===== config.mk =====
export PLATFORM = sky130hd
export DESIGN_NAME = retire_unit
export DESIGN_NICKNAME = d
export VERILOG_FILES = /design/src/hw/retire_pkg.sv /design/src/hw/rob_buffer.sv /design/src/hw/retire_ctrl.sv /design/src/hw/retire_rat.sv /design/src/hw/rat_wb_port.sv /design/src/hw/retire_unit.sv
export VERILOG_INCLUDE_DIRS = /design/src /design/src/include
export SDC_FILE = /design/constraint.sdc
export NUM_CORES = 1
export LEC_CHECK = 0
export ABC_AREA = 0
export BUFFER_PORTS_ARGS = -buffer_cell sky130_fd_sc_hd__buf_2
export CAP_MARGIN = 20
export CORE_UTILIZATION = 56
export DETAILED_ROUTE_END_ITERATION = 10
export PLACE_DENSITY_LB_ADDON = 0.12
export SYNTH_ARGS = -nofsm -noshare
export SYNTH_HDL_FRONTEND = slang
export SYNTH_HIERARCHICAL = 1
export SYNTH_SLANG_ARGS = --single-unit

===== constraint.sdc =====
create_clock -name CLK -period 3.9 [get_ports CLK]
set_clock_uncertainty 0.1 [all_clocks]
set_input_delay 0.78 -clock CLK [delete_from_list [all_inputs] [get_ports CLK]]
set_output_delay 0.78 -clock CLK [all_outputs]
set_load 0.03 [all_outputs]

===== src/include/retire_macros.svh =====
// retire stage sizing macros: buffer depth, register counts, store-queue depth, index widths
`ifndef RETIRE_MACROS_SVH
`define RETIRE_MACROS_SVH

// reorder buffer entries.
`define ROB_DEPTH 16
`define ROB_IDX_W 4

// architectural register file.
`define NUM_ARCH_REGS 32
`define ARCH_W 5

// physical register file.
`define NUM_PHYS_REGS 64
`define PHYS_W 6

// store queue slots.
`define SQ_DEPTH 8
`define SQ_W 3

`endif


===== src/hw/retire_pkg.sv =====
// retire stage types: entry kind, payload union, buffer entry, dispatch, completion, release
`include "retire_macros.svh"

package retire_pkg;

    typedef enum logic {
        KIND_REG   = 1'b0,
        KIND_STORE = 1'b1
    } entry_kind_t;

    // destination of a register-writing instruction.
    typedef struct packed {
        logic [`ARCH_W-1:0] arch;
        logic [`PHYS_W-1:0] phys;
    } reg_dest_t;

    // store slot, padded up to the register destination width.
    typedef struct packed {
        logic [`ARCH_W+`PHYS_W-`SQ_W-1:0] pad;
        logic [`SQ_W-1:0]                 slot;
    } store_dest_t;

    // one payload word, read according to the entry kind.
    typedef union packed {
        reg_dest_t   reg_dest;
        store_dest_t store_dest;
    } entry_payload_t;

    typedef struct packed {
        entry_kind_t    kind;
        entry_payload_t payload;
    } rob_entry_t;

    typedef struct packed {
        logic       valid;
        rob_entry_t entry;
    } dispatch_t;

    typedef struct packed {
        logic                  valid;
        logic [`ROB_IDX_W-1:0] idx;
    } complete_t;

    typedef struct packed {
        logic               reg_free_valid;
        logic [`PHYS_W-1:0] free_phys;
        logic               st_rel_valid;
        logic [`SQ_W-1:0]   st_slot;
    } release_t;

endpackage


===== src/hw/rob_buffer.sv =====
// circular reorder buffer: tail allocation, out-of-order completion marking, head presentation
`timescale 1ns/1ps
`include "retire_macros.svh"

module rob_buffer (
    input  logic                    CLK,
    input  logic                    rst,
    input  retire_pkg::dispatch_t   dispatch,
    input  retire_pkg::complete_t   complete,
    input  logic                    retire,
    output logic [`ROB_IDX_W-1:0]   alloc_idx,
    output logic                    rob_full,
    output logic                    head_valid,
    output logic                    head_done,
    output retire_pkg::rob_entry_t  head_entry
);

    logic [`ROB_IDX_W-1:0]  head_q;
    logic [`ROB_IDX_W-1:0]  tail_q;
    logic [`ROB_IDX_W:0]    count_q;
    logic [`ROB_DEPTH-1:0]  done_q;
    retire_pkg::rob_entry_t entry_mem [`ROB_DEPTH];

    logic                   accept;
    logic [`ROB_IDX_W-1:0]  cmp_offset;
    logic                   cmp_occupied;

    assign rob_full   = (count_q == (`ROB_IDX_W+1)'(`ROB_DEPTH));
    assign accept     = dispatch.valid && !rob_full;
    assign alloc_idx  = tail_q;

    assign head_valid = (count_q != '0);
    assign head_done  = done_q[head_q];
    assign head_entry = entry_mem[head_q];

    // distance from the head decides whether an index is live.
    assign cmp_offset   = complete.idx - head_q;
    assign cmp_occupied = ({1'b0, cmp_offset} < count_q);

    always_ff @(posedge CLK) begin
        if (rst) begin
            head_q  <= '0;
            tail_q  <= '0;
            count_q <= '0;
        end else begin
            if (accept) begin
                tail_q <= tail_q + 1'b1;
            end
            if (retire) begin
                head_q <= head_q + 1'b1;
            end
            case ({accept, retire})
                2'b10:   count_q <= count_q + 1'b1;
                2'b01:   count_q <= count_q - 1'b1;
                default: count_q <= count_q;
            endcase
        end
    end

    always_ff @(posedge CLK) begin
        if (accept) begin
            entry_mem[tail_q] <= dispatch.entry;
        end
    end

    // a fresh entry starts not done.
    always_ff @(posedge CLK) begin
        if (rst) begin
            done_q <= '0;
        end else begin
            if (accept) begin
                done_q[tail_q] <= 1'b0;
            end
            if (complete.valid) begin
                done_q[complete.idx] <= 1'b1;
            end
        end
    end

    // a held dispatch must not move the tail while full.
    a_no_accept_full: assert property (@(posedge CLK) disable iff (rst)
        dispatch.valid && rob_full |=> $stable(tail_q));

    a_complete_occupied: assert property (@(posedge CLK) disable iff (rst)
        complete.valid |-> cmp_occupied);

    // the controller pops only a finished head.
    a_retire_done: assert property (@(posedge CLK) disable iff (rst)
        retire |-> head_valid && head_done);

endmodule


===== src/hw/retire_ctrl.sv =====
// retirement controller: commit decision, table update and registered release pulses
`timescale 1ns/1ps
`include "retire_macros.svh"

module retire_ctrl (
    input  logic                    CLK,
    input  logic                    rst,
    input  logic                    head_valid,
    input  logic                    head_done,
    input  retire_pkg::rob_entry_t  head_entry,
    input  logic [`PHYS_W-1:0]      old_phys,
    output logic                    retire,
    output logic                    rat_we,
    output logic [`ARCH_W-1:0]      rat_arch,
    output logic [`PHYS_W-1:0]      rat_phys,
    output retire_pkg::release_t    release_out
);

    logic is_reg;
    logic is_store;
    logic free_reg;

    // single-wide commit of the oldest entry.
    assign retire   = head_valid && head_done;

    assign is_reg   = (head_entry.kind == retire_pkg::KIND_REG);
    assign is_store = (head_entry.kind == retire_pkg::KIND_STORE);

    assign rat_we   = retire && is_reg;
    assign rat_arch = head_entry.payload.reg_dest.arch;
    assign rat_phys = head_entry.payload.reg_dest.phys;

    // remapping onto the same register frees nothing.
    assign free_reg = rat_we && (old_phys != rat_phys);

    always_ff @(posedge CLK) begin
        release_out.free_phys <= old_phys;
        release_out.st_slot   <= head_entry.payload.store_dest.slot;
        if (rst) begin
            release_out.reg_free_valid <= 1'b0;
            release_out.st_rel_valid   <= 1'b0;
        end else begin
            release_out.reg_free_valid <= free_reg;
            release_out.st_rel_valid   <= retire && is_store;
        end
    end

    // one entry kind per retired slot.
    a_one_release: assert property (@(posedge CLK) disable iff (rst)
        !(release_out.reg_free_valid && release_out.st_rel_valid));

endmodule


===== src/hw/retire_rat.sv =====
// retirement register alias table: identity reset, write port, old-value and read ports
`timescale 1ns/1ps
`include "retire_macros.svh"

module retire_rat (
    input  logic                CLK,
    input  logic                rst,
    input  logic                we,
    input  logic [`ARCH_W-1:0]  wr_arch,
    input  logic [`PHYS_W-1:0]  wr_phys,
    input  logic [`ARCH_W-1:0]  rd_arch,
    output logic [`PHYS_W-1:0]  old_phys,
    output logic [`PHYS_W-1:0]  rd_phys
);

    logic [`PHYS_W-1:0] map_q [`NUM_ARCH_REGS];

    // mapping as it stands before this edge's write.
    assign old_phys = map_q[wr_arch];
    assign rd_phys  = map_q[rd_arch];

    // architectural register i starts on physical register i.
    always_ff @(posedge CLK) begin
        if (rst) begin
            for (int i = 0; i < `NUM_ARCH_REGS; i++) begin
                map_q[i] <= `PHYS_W'(i);
            end
        end else if (we) begin
            map_q[wr_arch] <= wr_phys;
        end
    end

endmodule


===== src/hw/rat_wb_port.sv =====
// wishbone classic read-only slave over the alias table read port
`timescale 1ns/1ps
`include "retire_macros.svh"

module rat_wb_port (
    input  logic                CLK,
    input  logic                rst,
    input  logic                wb_cyc,
    input  logic                wb_stb,
    input  logic                wb_we,
    input  logic [`ARCH_W-1:0]  wb_adr,
    input  logic [`PHYS_W-1:0]  rd_phys,
    output logic                wb_ack,
    output logic [31:0]         wb_dat_o,
    output logic [`ARCH_W-1:0]  rd_arch
);

    logic rd_req;

    // address selects the architectural register directly.
    assign rd_arch = wb_adr;

    // writes get no acknowledge.
    assign rd_req  = wb_cyc && wb_stb && !wb_we;

    // ack for one cycle, then wait for the strobe to drop or repeat.
    always_ff @(posedge CLK) begin
        if (rst) begin
            wb_ack <= 1'b0;
        end else begin
            wb_ack <= rd_req && !wb_ack;
        end
    end

    always_ff @(posedge CLK) begin
        if (rd_req) begin
            wb_dat_o <= 32'(rd_phys);
        end
    end

    a_ack_after_stb: assert property (@(posedge CLK) disable iff (rst)
        wb_ack |-> $past(rd_req));

endmodule


===== src/hw/retire_unit.sv =====
// retire stage top: reorder buffer, retirement controller, alias table and its wishbone port
`timescale 1ns/1ps
`include "retire_macros.svh"

module retire_unit (
    input  logic                    CLK,
    input  logic                    rst,
    input  retire_pkg::dispatch_t   dispatch,
    input  retire_pkg::complete_t   complete,
    input  logic                    wb_cyc,
    input  logic                    wb_stb,
    input  logic                    wb_we,
    input  logic [`ARCH_W-1:0]      wb_adr,
    output logic [`ROB_IDX_W-1:0]   alloc_idx,
    output logic                    rob_full,
    output retire_pkg::release_t    release_out,
    output logic                    wb_ack,
    output logic [31:0]             wb_dat_o
);

    logic                   head_valid;
    logic                   head_done;
    retire_pkg::rob_entry_t head_entry;
    logic                   retire;
    logic                   rat_we;
    logic [`ARCH_W-1:0]     rat_arch;
    logic [`PHYS_W-1:0]     rat_phys;
    logic [`PHYS_W-1:0]     old_phys;
    logic [`ARCH_W-1:0]     rd_arch;
    logic [`PHYS_W-1:0]     rd_phys;

    rob_buffer i_rob (
        .CLK        (CLK),
        .rst        (rst),
        .dispatch   (dispatch),
        .complete   (complete),
        .retire     (retire),
        .alloc_idx  (alloc_idx),
        .rob_full   (rob_full),
        .head_valid (head_valid),
        .head_done  (head_done),
        .head_entry (head_entry)
    );

    retire_ctrl i_ctrl (
        .CLK         (CLK),
        .rst         (rst),
        .head_valid  (head_valid),
        .head_done   (head_done),
        .head_entry  (head_entry),
        .old_phys    (old_phys),
        .retire      (retire),
        .rat_we      (rat_we),
        .rat_arch    (rat_arch),
        .rat_phys    (rat_phys),
        .release_out (release_out)
    );

    retire_rat i_rat (
        .CLK      (CLK),
        .rst      (rst),
        .we       (rat_we),
        .wr_arch  (rat_arch),
        .wr_phys  (rat_phys),
        .rd_arch  (rd_arch),
        .old_phys (old_phys),
        .rd_phys  (rd_phys)
    );

    rat_wb_port i_wb (
        .CLK      (CLK),
        .rst      (rst),
        .wb_cyc   (wb_cyc),
        .wb_stb   (wb_stb),
        .wb_we    (wb_we),
        .wb_adr   (wb_adr),
        .rd_phys  (rd_phys),
        .wb_ack   (wb_ack),
        .wb_dat_o (wb_dat_o),
        .rd_arch  (rd_arch)
    );

endmodule


==> impl_metrics.yaml <==
status:
  status: "completed"
logic_synthesis:
  synth_edf_count: 390
  yosys.area_share.simple_pct: 10.11
  synth_top_family_by_area: "multiplexers"
  async_reset_ff_share_pct: 0
  synth_fa_ha_area_share_pct: 0.4946
  synth_compound_area_share_pct: 3.672
  synth-xor-area-share_pct: 0.6491
  ys_types: 51
  syn_area_per_cell_sq_um: 16.47
  synthMuxAreaShare_pct: 18.51
  ys_warn_count: 6
  synth_seq_cells: 435
  synth_ff_type: "edfxtp_1"
  syn_area_sq_mm: 0.02024
  yosysSeqAreaShare_pct: 62.31
  syn_inst: 1229
finish:
  drive_gt1_share_pct: 28.36
  num-nets-final: 1307
  area_growth_pct: 11.49
cts:
  cts_tree: "built"
  cts-root-buf: "clkbuf_16"
  clkSlewWorstSetupHoldPaths_ns: 0.06
  cts.path.max_buffers: 3
  cts_hold_buf: 0
  cts_made_buffers: 46
  cts_htree_levels: 2
  cts_sinks: 435
  clk_latency_ns: 0.59
floorplan:
  die-area_sq_mm: 0.03691
  dieWidth_um: 192.1
  rows: 69
  fp.dieH_um: 192.1
  core_area_sq_mm: 0.03557
  initial_utilization_pct: 56.90
  boundaryPins: 77
drt:
  drc_errors: 0
  drt_iter0_markers: 1578
  ant_nets: 0
  drt-wirelength-per-cell_um: 29.32
  viasPerCell: 6.682
  num_vias: 11830
  routed_wl_um: 51900
  dr.pass1.iters: 6
setup_path:
  worstSetupPathType: "reg -> reg"
  critPathLaunchType: "flip-flop"
  cp-end-kind: "flip-flop"
  worstPathArrival_ns: 4.00
  r2r_setup_slack_ns: 0.25
  cp.required_ns: 4.24
  cp_max_fo: 54
place:
  port_buffers: 50
  gp_congestion: 0.9287
  hpwl_um: 34230
  dp_slack_ns: 0.2489
hold_path:
  min_path_type: "in -> reg"
global_route:
  overflow: 0
  grt_pass1_vias: 11510
  grt_max_degree: 55
  grt_pass1_wl_um: 77070
  grtUsageTotal_pct: 29.36
  antenna_found_initial: 2
power_and_ir_drop:
  max-vdd-ir-drop_mv: 0.3927
  power_density_mw_per_mm2: 470.2
  power_mw: 10.61
  p_leak_nw: 7.502
job:
  max-cap-violations: 0
timing:
  drv_slew: 0
  relSlewSlack_pct: 28.01
  fin_crit_sh_pct: 93.65
  tns_ns: 0
  maxClockFrequency_mhz: 273.8
  setup_viol: 0
  hold_viol_final: 0
  period_minus_slack_ns: 3.652
  fin_ws_ns: 0.2475
  whs_ns: 0.2887
  rsz0062_at_grt: "false"
  tightest_slew_ns: 1.077
## stage by stage
stage,area [sq um],cells,utilization (%)
after global routing,22560,1769,63.43
after detailed placement,21010,1683,59.06
after global placement,21010,1683,59.06
final,22560,1770,63.44
after CTS,22550,1768,63.41
after floorplan,20330,1254,-
## cells in the final DEF, fill, tap and decap left out, drive strengths merged, types with 5 or more instances in the layout
cell type  netlist  final
xor2            10     10
o32ai           17     17
buf             70    115
or2             17     17
nor2            37     37
clkinv           0     15
mux4           161    161
mux2             8      8
conb             1     26
edfxtp         390    390
ha               8      8
dfxtp           45     45
nand4            7      7
and3            69     69
xnor2            5      5
a21o            17     17
clkbuf          76     61
nor2b            8      8
bufinv           0      6
nand2           18     18
inv             23     24
a22oi           49     49
or3             84     84
and2            63     63
## layout make-up
cell class,count,area [sq um]
fillers,2544,13010
diodes,1,2.502
clock buffers,61,1247
repair buffers,115,828.3
flip-flops and latches,435,12620
clock inverters,24,300.3
well taps,461,576.8
multi-input cells,650,6905
inverters,23,86.33
## logic make-up after synthesis
logic type      count (synthesis)
mux                           172
compound gates                 94
other cells                     1
buf+inv                       169
xor+xnor                       15
simple gates                  335
flops                         435
fa+ha+maj                       8
## repair_timing
item	CTS	global route
setup endpoints to repair	0	1
resized for setup	0	0
setup buffers	0	1
## cells in the mapped netlist, types with 3 or more instances
library cell | number | area share [%]
a21o_1 | 17 | 0.63
a21oi_1 | 3 | 0.074
a22oi_1 | 49 | 1.8
and2_1 | 63 | 1.9
and3_1 | 65 | 2.0
and3_4 | 4 | 0.22
and3b_1 | 3 | 0.13
buf_1 | 6 | 0.11
buf_2 | 15 | 0.37
buf_4 | 44 | 1.6
buf_6 | 5 | 0.28
clkbuf_1 | 76 | 1.4
dfxtp_1 | 45 | 4.5
edfxtp_1 | 390 | 58
ha_1 | 8 | 0.49
inv_1 | 23 | 0.43
mux2_2 | 7 | 0.39
mux2i_1 | 3 | 0.15
mux4_2 | 161 | 18
nand2_1 | 18 | 0.33
nand2b_1 | 4 | 0.12
nand3_1 | 3 | 0.074
nand3b_1 | 3 | 0.11
nand4_1 | 7 | 0.22
nor2_1 | 37 | 0.69
nor2b_1 | 8 | 0.25
nor3b_1 | 4 | 0.15
o32ai_1 | 14 | 0.61
o32ai_2 | 3 | 0.24
or2_1 | 16 | 0.49
or3_1 | 84 | 2.6
or3b_1 | 3 | 0.13
xnor2_1 | 5 | 0.22
xor2_1 | 10 | 0.43
## final timing paths
path / endpoint / depth (start not counted) / startpoint
hold / removal: i_wb/wb_ack$_SDFF_PP0_ / 2 / wb_we
setup reg to reg: i_ctrl/release_out[10]$_SDFF_PP0_ / 10 / flip-flop
hold reg to reg: i_wb/wb_ack$_SDFF_PP0_ / 1 / i_wb/wb_ack$_SDFF_PP0_
setup / recovery: i_ctrl/release_out[10]$_SDFF_PP0_ / 10 / flip-flop
## power breakdown
group / switching (mW) / internal (mW) / total [mW]
sequential: 0.0643 / 5.17 / 5.23
clock: 1.82 / 2.66 / 4.48
combinational: 0.574 / 0.326 / 0.901
## worst max-delay path, cell delays in order (launching register included)
cell and delay [ns]:
dfxtp_4 0.51, mux4_2 0.54, a22oi_1 0.31, nand2_4 0.09, buf_12 0.23, mux4_2 0.47
a22oi_1 0.31, nand4_1 0.21, xor2_1 0.19, nor4_1 0.38, a2111oi_2 0.12
## sequential cells by signal, summed over array words and instances (netlist names), named ones only
name,cells
i_rob/alloc_idx,4
i_wb/wb_ack,1
i_rat/map_q,192
i_ctrl/release_out,11
i_wb/wb_dat_o,6
i_rob/head_q,4
i_rob/done_q,16
i_rob/entry_mem,192
i_rob/count_q,5
## metal layers
metal  GRT usage, %  part of all wire [%]  up-vias
li1               -                     -     4929
met1          43.42                    40     6081
met2          43.71                    46      702
met3          5.829                    11      114
met4          10.27                   3.1        2
met5              0                 0.013        -
(Power assumes the default switching activity.)
